`src/common/obj_defs.svh`:
```
/*
  Sprite engine constants: object table depth, line width,
  visible lines, pen codes and list end marker
*/
`ifndef OBJ_DEFS_SVH
`define OBJ_DEFS_SVH

`define OBJ_IDX_W      7       // 128 objects
`define OBJ_TBL_AW     10      // 8 words per object
`define OBJ_VIS_LINES  224
`define OBJ_LINE_W     9       // x and line counters

`define OBJ_PEN_CLEAR  4'd0    // Transparent
`define OBJ_PEN_END    4'd15   // Ends a sprite row

// A bottom value at or above this ends the object list
`define OBJ_END_BOTTOM 8'hf0

`endif
```
`src/common/obj_pkg.sv`:
```
/*
  Shared types of the sprite engine: the draw command passed
  from scanner to drawer, and the line buffer pixel
*/
`include "obj_defs.svh"

package obj_pkg;

    // One sprite row as decoded from the object table
    typedef struct packed {
        logic [`OBJ_LINE_W-1:0] xpos;     // First x of the row
        logic [15:0]            offset;   // Top bit is the horizontal flip
        logic [3:0]             bank;     // ROM bank
        logic [1:0]             prio;
        logic [5:0]             pal;
    } draw_cmd_t;

    // Line buffer entry, pen 0 is transparent
    typedef struct packed {
        logic [5:0] pal;
        logic [3:0] pen;
        logic [1:0] prio;       // Only carried to the output
    } obj_pixel_t;

endpackage

```
`src/obj_draw/obj_draw.sv`:
```
/*
  Sprite row drawer: fetches ROM words for one command and
  writes its pens to the line buffer until the end pen
*/
`timescale 1ns/1ns
`include "obj_defs.svh"

module obj_draw (
    input  logic                    clk,
    input  logic                    rst,

    input  logic                    dr_start,
    input  obj_pkg::draw_cmd_t      dr_cmd,
    output logic                    dr_busy,

    output logic [19:0]             rom_addr,
    input  logic [15:0]             rom_data,

    output logic                    lb_we,
    output logic [`OBJ_LINE_W-1:0]  lb_x,
    output obj_pkg::obj_pixel_t     lb_pxl
);
    import obj_pkg::*;

    typedef enum logic [1:0] {
        DR_IDLE,
        DR_FETCH,   // First address on the bus
        DR_LOAD,    // ROM word arrives
        DR_PLOT     // One pen per cycle
    } draw_state_t;

    draw_state_t            st;
    draw_cmd_t              cmd;
    logic [15:0]            waddr;     // {offset[14:0], word select}
    logic [15:0]            pens;
    logic [1:0]             ncnt;      // Nibble counter
    logic [`OBJ_LINE_W-1:0] x;
    logic                   hflip;
    logic [3:0]             pen;

    assign hflip    = cmd.offset[15];
    assign pen      = hflip ? pens[3:0] : pens[15:12];
    assign rom_addr = {cmd.bank, waddr};

    always_ff @(posedge clk, posedge rst) begin
        if (rst) begin
            st      <= DR_IDLE;
            dr_busy <= 1'b0;
            lb_we   <= 1'b0;
        end else begin
            lb_we <= 1'b0;
            case (st)
                DR_IDLE: begin
                    if (dr_start) begin
                        dr_busy <= 1'b1;
                        st      <= DR_FETCH;
                    end
                end
                DR_FETCH: st <= DR_LOAD;
                DR_LOAD:  st <= DR_PLOT;
                DR_PLOT: begin
                    if (pen == `OBJ_PEN_END) begin
                        dr_busy <= 1'b0;
                        st      <= DR_IDLE;
                    end else begin
                        lb_we <= pen != `OBJ_PEN_CLEAR;
                        if (&x) begin
                            dr_busy <= 1'b0;    // Ran off the buffer
                            st      <= DR_IDLE;
                        end else if (ncnt == 2'd3) begin
                            st <= DR_LOAD;
                        end
                    end
                end
                default: st <= DR_IDLE;
            endcase
        end
    end

    always_ff @(posedge clk) begin
        case (st)
            DR_IDLE: begin
                if (dr_start) begin
                    cmd   <= dr_cmd;
                    waddr <= {dr_cmd.offset[14:0], 1'b0};
                    x     <= dr_cmd.xpos;
                end
            end
            DR_LOAD: begin
                pens  <= rom_data;
                ncnt  <= 2'd0;
                // Next word is on the bus while this one is plotted
                waddr <= hflip ? waddr - 1'b1 : waddr + 1'b1;
            end
            DR_PLOT: begin
                lb_x        <= x;
                lb_pxl.pal  <= cmd.pal;
                lb_pxl.pen  <= pen;
                lb_pxl.prio <= cmd.prio;
                x           <= x + 1'b1;
                ncnt        <= ncnt + 1'b1;
                pens        <= hflip ? pens >> 4 : pens << 4;
            end
            default: ;
        endcase
    end

endmodule

```
`config.mk`:
```
export PLATFORM = sky130hd
export DESIGN_NAME = obj_draw
export DESIGN_NICKNAME = d
export VERILOG_FILES = /design/src/common/obj_pkg.sv /design/src/obj_draw/obj_draw.sv
export VERILOG_INCLUDE_DIRS = /design/src /design/src/common
export SDC_FILE = /design/constraint.sdc
export NUM_CORES = 1
export LEC_CHECK = 0
export BUFFER_PORTS_ARGS = -buffer_cell sky130_fd_sc_hd__buf_2
export CAP_MARGIN = 30
export CORE_ASPECT_RATIO = 2
export CORE_MARGIN = 2
export CORE_UTILIZATION = 35
export DETAILED_ROUTE_END_ITERATION = 12
export GPL_ROUTABILITY_DRIVEN = 0
export SLEW_MARGIN = 25
export SYNTH_ARGS = -nofsm -noshare
export SYNTH_HDL_FRONTEND = slang
export SYNTH_SLANG_ARGS = --single-unit
```
`constraint.sdc`:
```
create_clock -name clk -period 7.8 [get_ports clk]
set_input_delay 1.56 -clock clk [delete_from_list [all_inputs] [get_ports clk]]
set_output_delay 1.56 -clock clk [all_outputs]
set_load 0.01 [all_outputs]
```
==> results by group <==
Die
  – Die Ht: 156.8 um
  – Initial core utilization: 35.98%
  – Rows: 55
  – Num ports: 99
  – Core footprint: 0.01135 sq mm
  – Die area: between 0.01 and 0.015 sq mm
  – Die span in x: 80.40 um

Logic synthesis
  – Avg Cell Area, Syn: 11.61 sq um
  – Post-synthesis mux area share: 3.614%
  – Mapped Area: 0.004085 sq mm
  – Synth Area in Compound Gates: around 13%
  – XOR/XNOR share of the synthesized area: 2.573%
  – Synthesis Warnings: 0
  – Share of synthesized registers carrying an async set or reset: 4.938%
  – Cell variety after synth: 46
  – Largest family of logic cells by synthesized area: simple AND/OR/NAND/NOR gates
  – Register area share after synthesis: between 50% and 60%
  – Adder-Cell Fraction of Synth Area: under 10%
  – EDFF count, synth: 77
  – #FFs+latches synth: just over 80
  – Syn_nets: 426
  – Syn Inst Count: about 350
  – Post-synthesis simple-gate area fraction: 12.89%
  – Main synth FF type: edfxtp_1

Critical path
  – CP Capture Type: flop
  – CP required: 7760 ps
  – Startpoint Class: flop
  – CP startpoint: st[1]
  – RR Endpoint: waddr[12]
  – Reg2Reg Depth: 2
  – Crit-path max FO: 28
  – Reg-to-reg slack, setup: approximately 4900 ps
  – Crit-path most repeated cell: nand2_1
  – Setup CP Type: flop to flop
  – Max incr delay on CP: 900 ps
  – Worst path slowest cell: dfrtp_1
  – WP data arrival: 2890 ps
  – Crit path cell chain: nand2_1 > nand2_1
  – Reg2reg start: st[1]
  – Critical path capture point: waddr[12]

Drt
  – DR vias: 2986
  – DRC viols: 0
  – Top layer in use: met4
  – Metal-1 WL: 3437 um
  – Wire length per cell: 16.32 um
  – Met3 wire length: 396 um
  – DR pass1 iterations: 4
  – Met2 wire len: 5468 um
  – Initial DRC Count: 151
  – Routed Antenna Nets: 0
  – Via-to-Cell Ratio: 5.035
  – Final wirelength: 9678 um

Pwr
  – Gate power share: 34.2%
  – PwrDens: roughly 370 mW/mm^2
  – Switch share: a little over a third
  – Clock share of power: 22.5%
  – Total power: 1860 uW
  – Leak Pwr: 0.002070 uW
  – Peak supply drop: 183.4 uV
  – Psw: ~660 uW
  – Internal power: 1201 uW
  – Reg power frac: 43.3%

Finish
  – Post-route insts no fill: 593
  – Area Growth Syn to Fin: 21.81%
  – Commonest non-fill, non-tap cells in the layout: 98 x buf_2, 77 x edfxtp_1, 59 x nand2_1
  – Most common cell after layout, fill and taps aside: buf_2
  – Number of inserted diodes: 0
  – Nets: 520
  – Multi-input logic area: 0.001526 sq mm
  – Fill count: 1103
  – Reg area: 0.002412 sq mm
  – Layout cells sized above 1: 28.16%

Timing
  – RSZ-0062 raised after global routing: no
  – Pins over their slew limit: 0
  – Setup Viol. Count Final: 0
  – Fin Setup TNS: 0 ps
  – Slew Limit Headroom: 40.31%
  – Worst-margin pin slew: 893.2 ps
  – Max frequency: 341.6 MHz
  – Clock skew after layout: 6.993 ps
  – Period minus WS final: 2927 ps
  – Tcrit/Tclk final: 37.53%
  – Final Hold Vio Count: 0

Clock network
  – Hold Buf Count CTS: 0
  – CTS tree: built
  – Root Buffer: clkbuf_16
  – Number of buffers created by CTS: 9
  – Clock Sink Count: 81
  – CTS clk-pin slew, worst paths: ~60 ps
  – H-Tree Level Count: 3
  – Post-CTS Resized: 0
  – Post-CTS setup buffer count: 0
  – Maximum clock path buffer count: 2
  – Later-pin clock latency in the skew report: between 300 and 400 ps

Global routing
  – GRT Util Overall: 15.77%
  – Largest net degree at the start of global routing: 50
  – Total congestion overflow: 0
  – Vias in the first global route: 3194
  – First-pass GRT wire length: between 10000 and 15000 um
  – Initial antenna violation count: 0

Place
  – Placed instance count: roughly 580
  – Post-DP HPWL: 7273 um
  – Port Buffers: 98

Hold path
  – Worst Hold Path Cells: 0
  – Worst hold-check path type: flop to flop

Job
  – Maxcap violations: 0

Run status
  – Status: complete, no violations
Yosys cell counts (all sizes together), types with 6 or more instances:
library cell   n  share of area, %
edfxtp        77                57
nand3         12               1.5
ha            17               5.2
mux2i          8               2.0
nand2         59               5.4
xor2           6               1.3
a21o           6               1.2
xnor2          6               1.3
mux2           6               1.7
buf            8               1.6
o21ai         33               4.0
nor2          12               1.1
nand4          6               1.1
inv           12               1.1
a21oi         20               2.5
clkbuf        10              0.92
area by class of cell:
class | instances | share of cell area (%)
sequential | 81 | 48.48
multi-input combinational | 241 | 30.68
timing repair buffer | 101 | 10.46
clock buffer | 9 | 4.526
tap | 142 | 3.571
clock inverter | 7 | 1.383
inverter | 12 | 0.9052
critical path: cells and delay by family (launching register included):
kind             cells  cell delay, ps
and+or+nand+nor      2            1650
DFF                  1             900
kinds of logic after synthesis:
family                   Yosys count
buffers and inverters             30
flip-flops                        81
AND/OR/NAND/NOR                  114
AO/OA/AOI/OAI                     83
XOR/XNOR                          12
multiplexers                      14
adder cells (fa/ha/maj)           18
flip-flops by register name, summed over array words and instances, names as in the netlist:
signal    flops
st            2
pens         16
cmd           9
lb_pxl       12
lb_x          9
ncnt          2
waddr        16
x             9
dr_busy       1
rom_addr      4
lb_we         1
layer usage:
metal,up-vias,global-route usage [%]
li1,1483,-
met1,1391,15.03
met2,87,29.84
met3,25,3.172
met4,0,9.282
met5,-,0
power by group through the flow:
stage / Clock (uW) / Combinational (uW) / Sequential [uW]
after floorplan: 0 / 395 / 827
after global placement: 0 / 618 / 814
after detailed placement: 0 / 631 / 818
after CTS: 424 / 635 / 810
after global routing: 438 / 716 / 824
final: 418 / 637 / 806
through the flow:
stage | hold slack (ps) | cell area [sq um] | worst slack (ps) | utilization [%]
finish | 419.2 | 4976 | 4873 | 43.82
global route | 426.5 | 4976 | 4563 | 43.82
CTS | 418.8 | 4961 | 4869 | 43.69
detailed placement | 404.5 | 4667 | 4867 | 41.10
global placement | 401.9 | 4667 | 4925 | 41.10
floorplan | 400.3 | 4085 | 5283 | -
worst min-delay path by stage:
stage                     startpoint          to  slack [ps]
after global routing          cmd[4]  lb_pxl[10]         430
final                         cmd[4]  lb_pxl[10]         420
after floorplan               cmd[6]   lb_pxl[0]         400
after detailed placement      cmd[4]  lb_pxl[10]         400
after CTS                     cmd[4]  lb_pxl[10]         420
after global placement        cmd[6]   lb_pxl[0]         400
Power figures use the tool's default switching activity.
