[config.mk]
export PLATFORM = sky130hd
export DESIGN_NAME = obj_scan
export DESIGN_NICKNAME = d
export VERILOG_FILES = /design/src/common/obj_pkg.sv /design/src/obj_scan/obj_scan.sv
export VERILOG_INCLUDE_DIRS = /design/src /design/src/common
export SDC_FILE = /design/constraint.sdc
export NUM_CORES = 1
export LEC_CHECK = 0
export ABC_AREA = 0
export BUFFER_PORTS_ARGS = -buffer_cell sky130_fd_sc_hd__buf_4
export CAP_MARGIN = 30
export CORE_UTILIZATION = 55
export DETAILED_ROUTE_END_ITERATION = 10
export MAX_ROUTING_LAYER = met4
export PLACE_DENSITY = 0.79
export REMOVE_ABC_BUFFERS = 1
export SLEW_MARGIN = 20
export SYNTH_ARGS = -nofsm -noshare
export SYNTH_HDL_FRONTEND = slang
export SYNTH_SLANG_ARGS = --single-unit
[constraint.sdc]
create_clock -name clk -period 8.1 [get_ports clk]
set_clock_uncertainty 0.2 [all_clocks]
set_input_delay 0.405 -clock clk [delete_from_list [all_inputs] [get_ports clk]]
set_output_delay 0.405 -clock clk [all_outputs]
set_load 0.01 [all_outputs]
[src/common/obj_defs.svh]
/*
  Sprite engine constants: object table depth, line width,
  visible lines, pen codes and list end marker
*/
`ifndef OBJ_DEFS_SVH
`define OBJ_DEFS_SVH

`define OBJ_IDX_W      7       // 128 objects
`define OBJ_TBL_AW     10      // 8 words per object
`define OBJ_VIS_LINES  224
`define OBJ_LINE_W     9       // x and line counters

`define OBJ_PEN_CLEAR  4'd0    // Transparent
`define OBJ_PEN_END    4'd15   // Ends a sprite row

// A bottom value at or above this ends the object list
`define OBJ_END_BOTTOM 8'hf0

`endif
[src/common/obj_pkg.sv]
/*
  Shared types of the sprite engine: the draw command passed
  from scanner to drawer, and the line buffer pixel
*/
`include "obj_defs.svh"

package obj_pkg;

    // One sprite row as decoded from the object table
    typedef struct packed {
        logic [`OBJ_LINE_W-1:0] xpos;     // First x of the row
        logic [15:0]            offset;   // Top bit is the horizontal flip
        logic [3:0]             bank;     // ROM bank
        logic [1:0]             prio;
        logic [5:0]             pal;
    } draw_cmd_t;

    // Line buffer entry, pen 0 is transparent
    typedef struct packed {
        logic [5:0] pal;
        logic [3:0] pen;
        logic [1:0] prio;       // Only carried to the output
    } obj_pixel_t;

endpackage

[src/obj_scan/obj_scan.sv]
/*
  Object table scanner: walks the 128 objects for the next line,
  keeps the scratch ROM offset of each sprite up to date and
  hands decoded draw commands to the drawer
*/
`timescale 1ns/1ns
`include "obj_defs.svh"

module obj_scan (
    input  logic                    clk,
    input  logic                    rst,

    output logic [`OBJ_TBL_AW-1:0]  tbl_addr,
    output logic [15:0]             tbl_din,
    output logic                    tbl_we,
    input  logic [15:0]             tbl_dout,

    input  logic                    hstart,
    input  logic [8:0]              vrender,
    input  logic                    flip,

    output logic                    dr_start,
    output obj_pkg::draw_cmd_t      dr_cmd,
    input  logic                    dr_busy
);
    import obj_pkg::*;

    typedef enum logic [3:0] {
        ST_IDLE,
        ST_NEXT,    // Address of word 0 on the bus
        ST_TOP,     // Word 0 arrives
        ST_XPOS,
        ST_PITCH,
        ST_OFFS,
        ST_ATTR,
        ST_SCR,     // Scratch word arrives
        ST_DRAW
    } scan_state_t;

    scan_state_t          st;
    logic [`OBJ_IDX_W-1:0] cur_obj;
    logic [2:0]            idx;        // Word within the object
    logic                  first;      // Sprite starts on this line
    logic [15:0]           pitch;
    draw_cmd_t             nxt;        // Command being assembled
    logic [15:0]           next_offset;
    logic [8:0]            vrf;
    logic [7:0]            top;
    logic [7:0]            bottom;
    logic                  inzone;
    logic                  line_ok;
    logic                  last_obj;

    assign vrf      = flip ? 9'd223 - vrender : vrender;
    assign line_ok  = vrf < 9'(`OBJ_VIS_LINES);
    assign top      = tbl_dout[7:0];
    assign bottom   = tbl_dout[15:8];
    // Never true when top >= bottom
    assign inzone   = vrf[7:0] >= top && bottom > vrf[7:0];
    assign last_obj = &cur_obj;

    assign tbl_addr = {cur_obj, idx};
    assign tbl_din  = nxt.offset;      // Written back while tbl_we is high

    // First line starts from word 4, later lines from the scratch word
    assign next_offset = (first ? nxt.offset : tbl_dout) + pitch;

    always_ff @(posedge clk, posedge rst) begin
        if (rst) begin
            st       <= ST_IDLE;
            cur_obj  <= '0;
            idx      <= '0;
            first    <= 1'b0;
            tbl_we   <= 1'b0;
            dr_start <= 1'b0;
        end else begin
            tbl_we   <= 1'b0;
            dr_start <= 1'b0;
            case (st)
                ST_IDLE: begin
                    cur_obj <= '0;
                    idx     <= '0;
                    if (hstart && line_ok) begin
                        st  <= ST_TOP;
                        idx <= 3'd2;
                    end
                end
                ST_NEXT: begin
                    st  <= ST_TOP;
                    idx <= 3'd2;
                end
                ST_TOP: begin
                    if (bottom >= `OBJ_END_BOTTOM) begin
                        st <= ST_IDLE;      // End of list
                    end else if (!inzone) begin
                        if (last_obj) begin
                            st <= ST_IDLE;
                        end else begin
                            cur_obj <= cur_obj + 1'b1;
                            idx     <= '0;
                            st      <= ST_NEXT;
                        end
                    end else begin
                        first <= top == vrf[7:0];
                        idx   <= 3'd3;
                        st    <= ST_XPOS;
                    end
                end
                ST_XPOS: begin
                    idx <= 3'd4;
                    st  <= ST_PITCH;
                end
                ST_PITCH: begin
                    idx <= 3'd5;
                    st  <= ST_OFFS;
                end
                ST_OFFS: begin
                    idx <= 3'd7;            // Scratch word
                    st  <= ST_ATTR;
                end
                ST_ATTR: st <= ST_SCR;
                ST_SCR: begin
                    tbl_we <= 1'b1;         // Address still points at scratch
                    st     <= ST_DRAW;
                end
                ST_DRAW: begin
                    if (!dr_busy) begin
                        dr_start <= 1'b1;
                        if (last_obj) begin
                            st <= ST_IDLE;
                        end else begin
                            cur_obj <= cur_obj + 1'b1;
                            idx     <= '0;
                            st      <= ST_NEXT;
                        end
                    end else if (hstart) begin
                        // New line while the drawer is still busy
                        cur_obj <= '0;
                        idx     <= '0;
                        st      <= line_ok ? ST_NEXT : ST_IDLE;
                    end
                end
                default: st <= ST_IDLE;
            endcase
        end
    end

    always_ff @(posedge clk) begin
        case (st)
            ST_XPOS:  nxt.xpos   <= tbl_dout[`OBJ_LINE_W-1:0];
            ST_PITCH: pitch      <= tbl_dout;
            ST_OFFS:  nxt.offset <= tbl_dout;
            ST_ATTR: begin
                nxt.pal  <= tbl_dout[13:8];
                nxt.bank <= {1'b0, tbl_dout[6:4]};
                nxt.prio <= tbl_dout[1:0];
            end
            ST_SCR:   nxt.offset <= next_offset;
            ST_DRAW: begin
                if (!dr_busy) begin
                    dr_cmd <= nxt;
                end
            end
            default: ;
        endcase
    end

endmodule

==> metrics.yaml <==
outcome:
  status: "finished clean"
timing:
  fin_crit_sh_pct: 51.2
  setup_viol: 0
  period_minus_slack_ps: 4150
  max_freq_mhz: 241
  hold_violations: 0
  rsz0062_at_grt: "no"
  drv_slew: 0
  finalSetupTns_ps: 0
  fin_ws_ps: 3950
  worst_pin_slew_ps: 930
  relSlewSlack_pct: 37.9
logic_synthesis:
  syn-mean-instance-area_um2: 11.9
  synthDistinctLibCells: 61
  synthArstFlopShare_pct: 16.2
  yosys_warnings: 0
  synth_top_area_share_pct: 49.2
  synth_ff_type: "edfxtp_1"
  yosysTopAreaCell: "edfxtp_1"
  synth-edff-count: 88
  synth-seq-cells: 105
  syn_area_um2: 5370
  synthCells: 452
  yosysMostFrequentCell: "edfxtp_1"
  synthTopCellsByCount: "edfxtp_1, nand2_1, o21ai_0"
  yosys-top-cells-area: "edfxtp_1, dfrtp_1, ha_1"
  synth_seq_area_share_pct: 57.1
place:
  routabilityCongestion: 0.855
  place_area_um2: 6120
  io_buffer_count: 93
  post-place-ws_ps: 4000
  hpwl_um: 8340
final_layout:
  area_growth_pct: 17.3
  layout-drive-gt1-share_pct: 24.6
  fin_nets: 597
  design_area_um2: 6300
  diodes: 0
  post-route-util_pct: 67.3
routing:
  wl_met1_um: 5000
  wl_per_cell_um: 17.1
  drc: 0
  wirelength_um: 11400
  vias_per_cell: 5.79
  num_vias: 3879
  antenna_left: 0
  drt-initial-drc-count: 187
  top_layer: "met4"
  dr.pass1.iters: 5
  met3_wirelength_um: 728
  wl_met2_um: 5550
pwr:
  peakVddDrop_mv: 0.145
  power_leakage_nw: 2.57
  finalPower_mw: 1.74
  p_per_area_nw_per_um2: 276
setup_path:
  required_ps: 8110
  path_cells: "inv_1 > a21boi_0 > inv_1 > ha_1 > a211oi_1 > o21ai_0 > a211o_1 > a311oi_1 > o211ai_1 > a41o_1 > a31oi_1 > a2bb2oi_1"
  max_stage_delay_ps: 890
  cp.arrival_ps: 4160
  endpoint_kind: "flip-flop"
  critPathKind: "reg2reg"
  cp_max_fo: 25
  start_kind: "flip-flop"
  cp_slowest_cell: "dfrtp_1"
  cpMostUsedCell: "inv_1"
global_routing:
  grt_pass1_wl_um: 17900
  antenna_found_initial: 0
  grt_start_max_net_pins: 28
  grt_usage_pct: 24.2
  first_global_vias: 3672
  overflow: 0
clock_network:
  path_clk_slew_ps: 100
  cts_tree: "done"
  insertion_delay_ps: 370
  htreeDepth: 3
  root_buffer: "clkbuf_8"
  cts_setup_buffers: 0
  cts_resized: 0
  clkSinkCount: 105
  cts_buffers: 9
  clk_path_buf_depth: 2
  ctsHoldBuffers: 1
die:
  initial_utilization_pct: 57.3
  fp.dieW_um: 101
  io_pins: 95
  rows: 35
  die-area_um2: 10200
  coreArea_um2: 9370
  die_h_um: 101
run:
  cap_violations: 0
min_path:
  hp-class: "in2reg"
sequential cells by signal, indices dropped and copies added, names as in the netlist:
signal    cells
pitch        16
dr_cmd       36
tbl_din      16
first         1
dr_start      1
cur_obj       7
tbl_we        1
nxt          20
st            4
idx           3
kinds of logic after synthesis:
logic type	after synthesis	synth area share (%)
AND/OR/NAND/NOR	117	10.9
XOR/XNOR	20	3.61
AO/OA/AOI/OAI	113	13.7
multiplexers	9	1.84
other	1	0.0698
buffers and inverters	55	5.17
adder cells (fa/ha/maj)	32	7.55
flip-flops	105	57.1
worst max-delay path, delay by kind of cell (launching register included):
kind,cells,cell delay (ps)
buf+inv,2,280
flops,1,890
fa+ha+maj,1,310
compound gates,9,2300
cell usage in the layout (no fill, tap or decap), types with 4 or more instances in the layout:
master,n
xnor2_1,9
mux2_2,7
inv_1,27
a31oi_1,7
buf_4,99
nand2_1,41
and3_1,6
a211oi_1,6
a21o_1,5
nor2b_1,5
o31ai_1,7
nand2b_1,6
and2_1,4
dfrtp_1,17
xor2_1,10
ha_1,30
clkbuf_8,9
or3_1,5
o21ai_0,35
a21oi_1,24
nor2_1,15
nand3_1,10
edfxtp_1,88
final timing paths:
kind / from / end / slack [ps] / depth (start not counted)
worst max-delay path: first$_DFFE_PP0P_ / tbl_din[15]$_DFFE_PP_ / 3950 / 12
worst min-delay path: tbl_dout[3] / nxt[31]$_DFFE_PP_ / 30 / 1
worst max register to register: first$_DFFE_PP0P_ / tbl_din[15]$_DFFE_PP_ / 3950 / 12
worst min register to register: nxt[2]$_DFFE_PP_ / dr_cmd[2]$_DFFE_PP_ / 230 / 0
max in group asynchronous: rst / st[2]$_DFFE_PP0P_ / 6780 / 3
min in group asynchronous: rst / cur_obj[1]$_DFFE_PP0P_ / 490 / 3
layer usage:
| metal | global-route usage, % | vias to the layer above |
|---|---|---|
| li1 | - | 1834 |
| met1 | 30.0 | 1872 |
| met2 | 39.9 | 156 |
| met3 | 4.92 | 17 |
| met4 | 7.69 | 0 |
| met5 | - | - |
power by group:
group | leakage (nW) | internal [mW] | switching (mW) | total, mW
Sequential | 1.03 | 0.695 | 0.0821 | 0.777
Combinational | 1.45 | 0.285 | 0.377 | 0.663
Clock | 0.0875 | 0.115 | 0.187 | 0.301
stage by stage:
stage,hold slack (ps),std cells
final,34.3,670
after global placement,201,653
after detailed placement,205,653
after CTS,20.2,670
after global routing,13.1,670
after floorplan,131,425
cell type report:
| type | instances | area [um2] |
|---|---|---|
| clock inverters | 7 | 53.8 |
| clock buffers | 9 | 124 |
| flip-flops and latches | 105 | 3070 |
| repair buffers | 100 | 753 |
| inverters | 28 | 105 |
| multi-input cells | 292 | 2040 |
| well taps | 129 | 161 |
| fillers | 734 | 3070 |
Power figures use the tool's default switching activity.
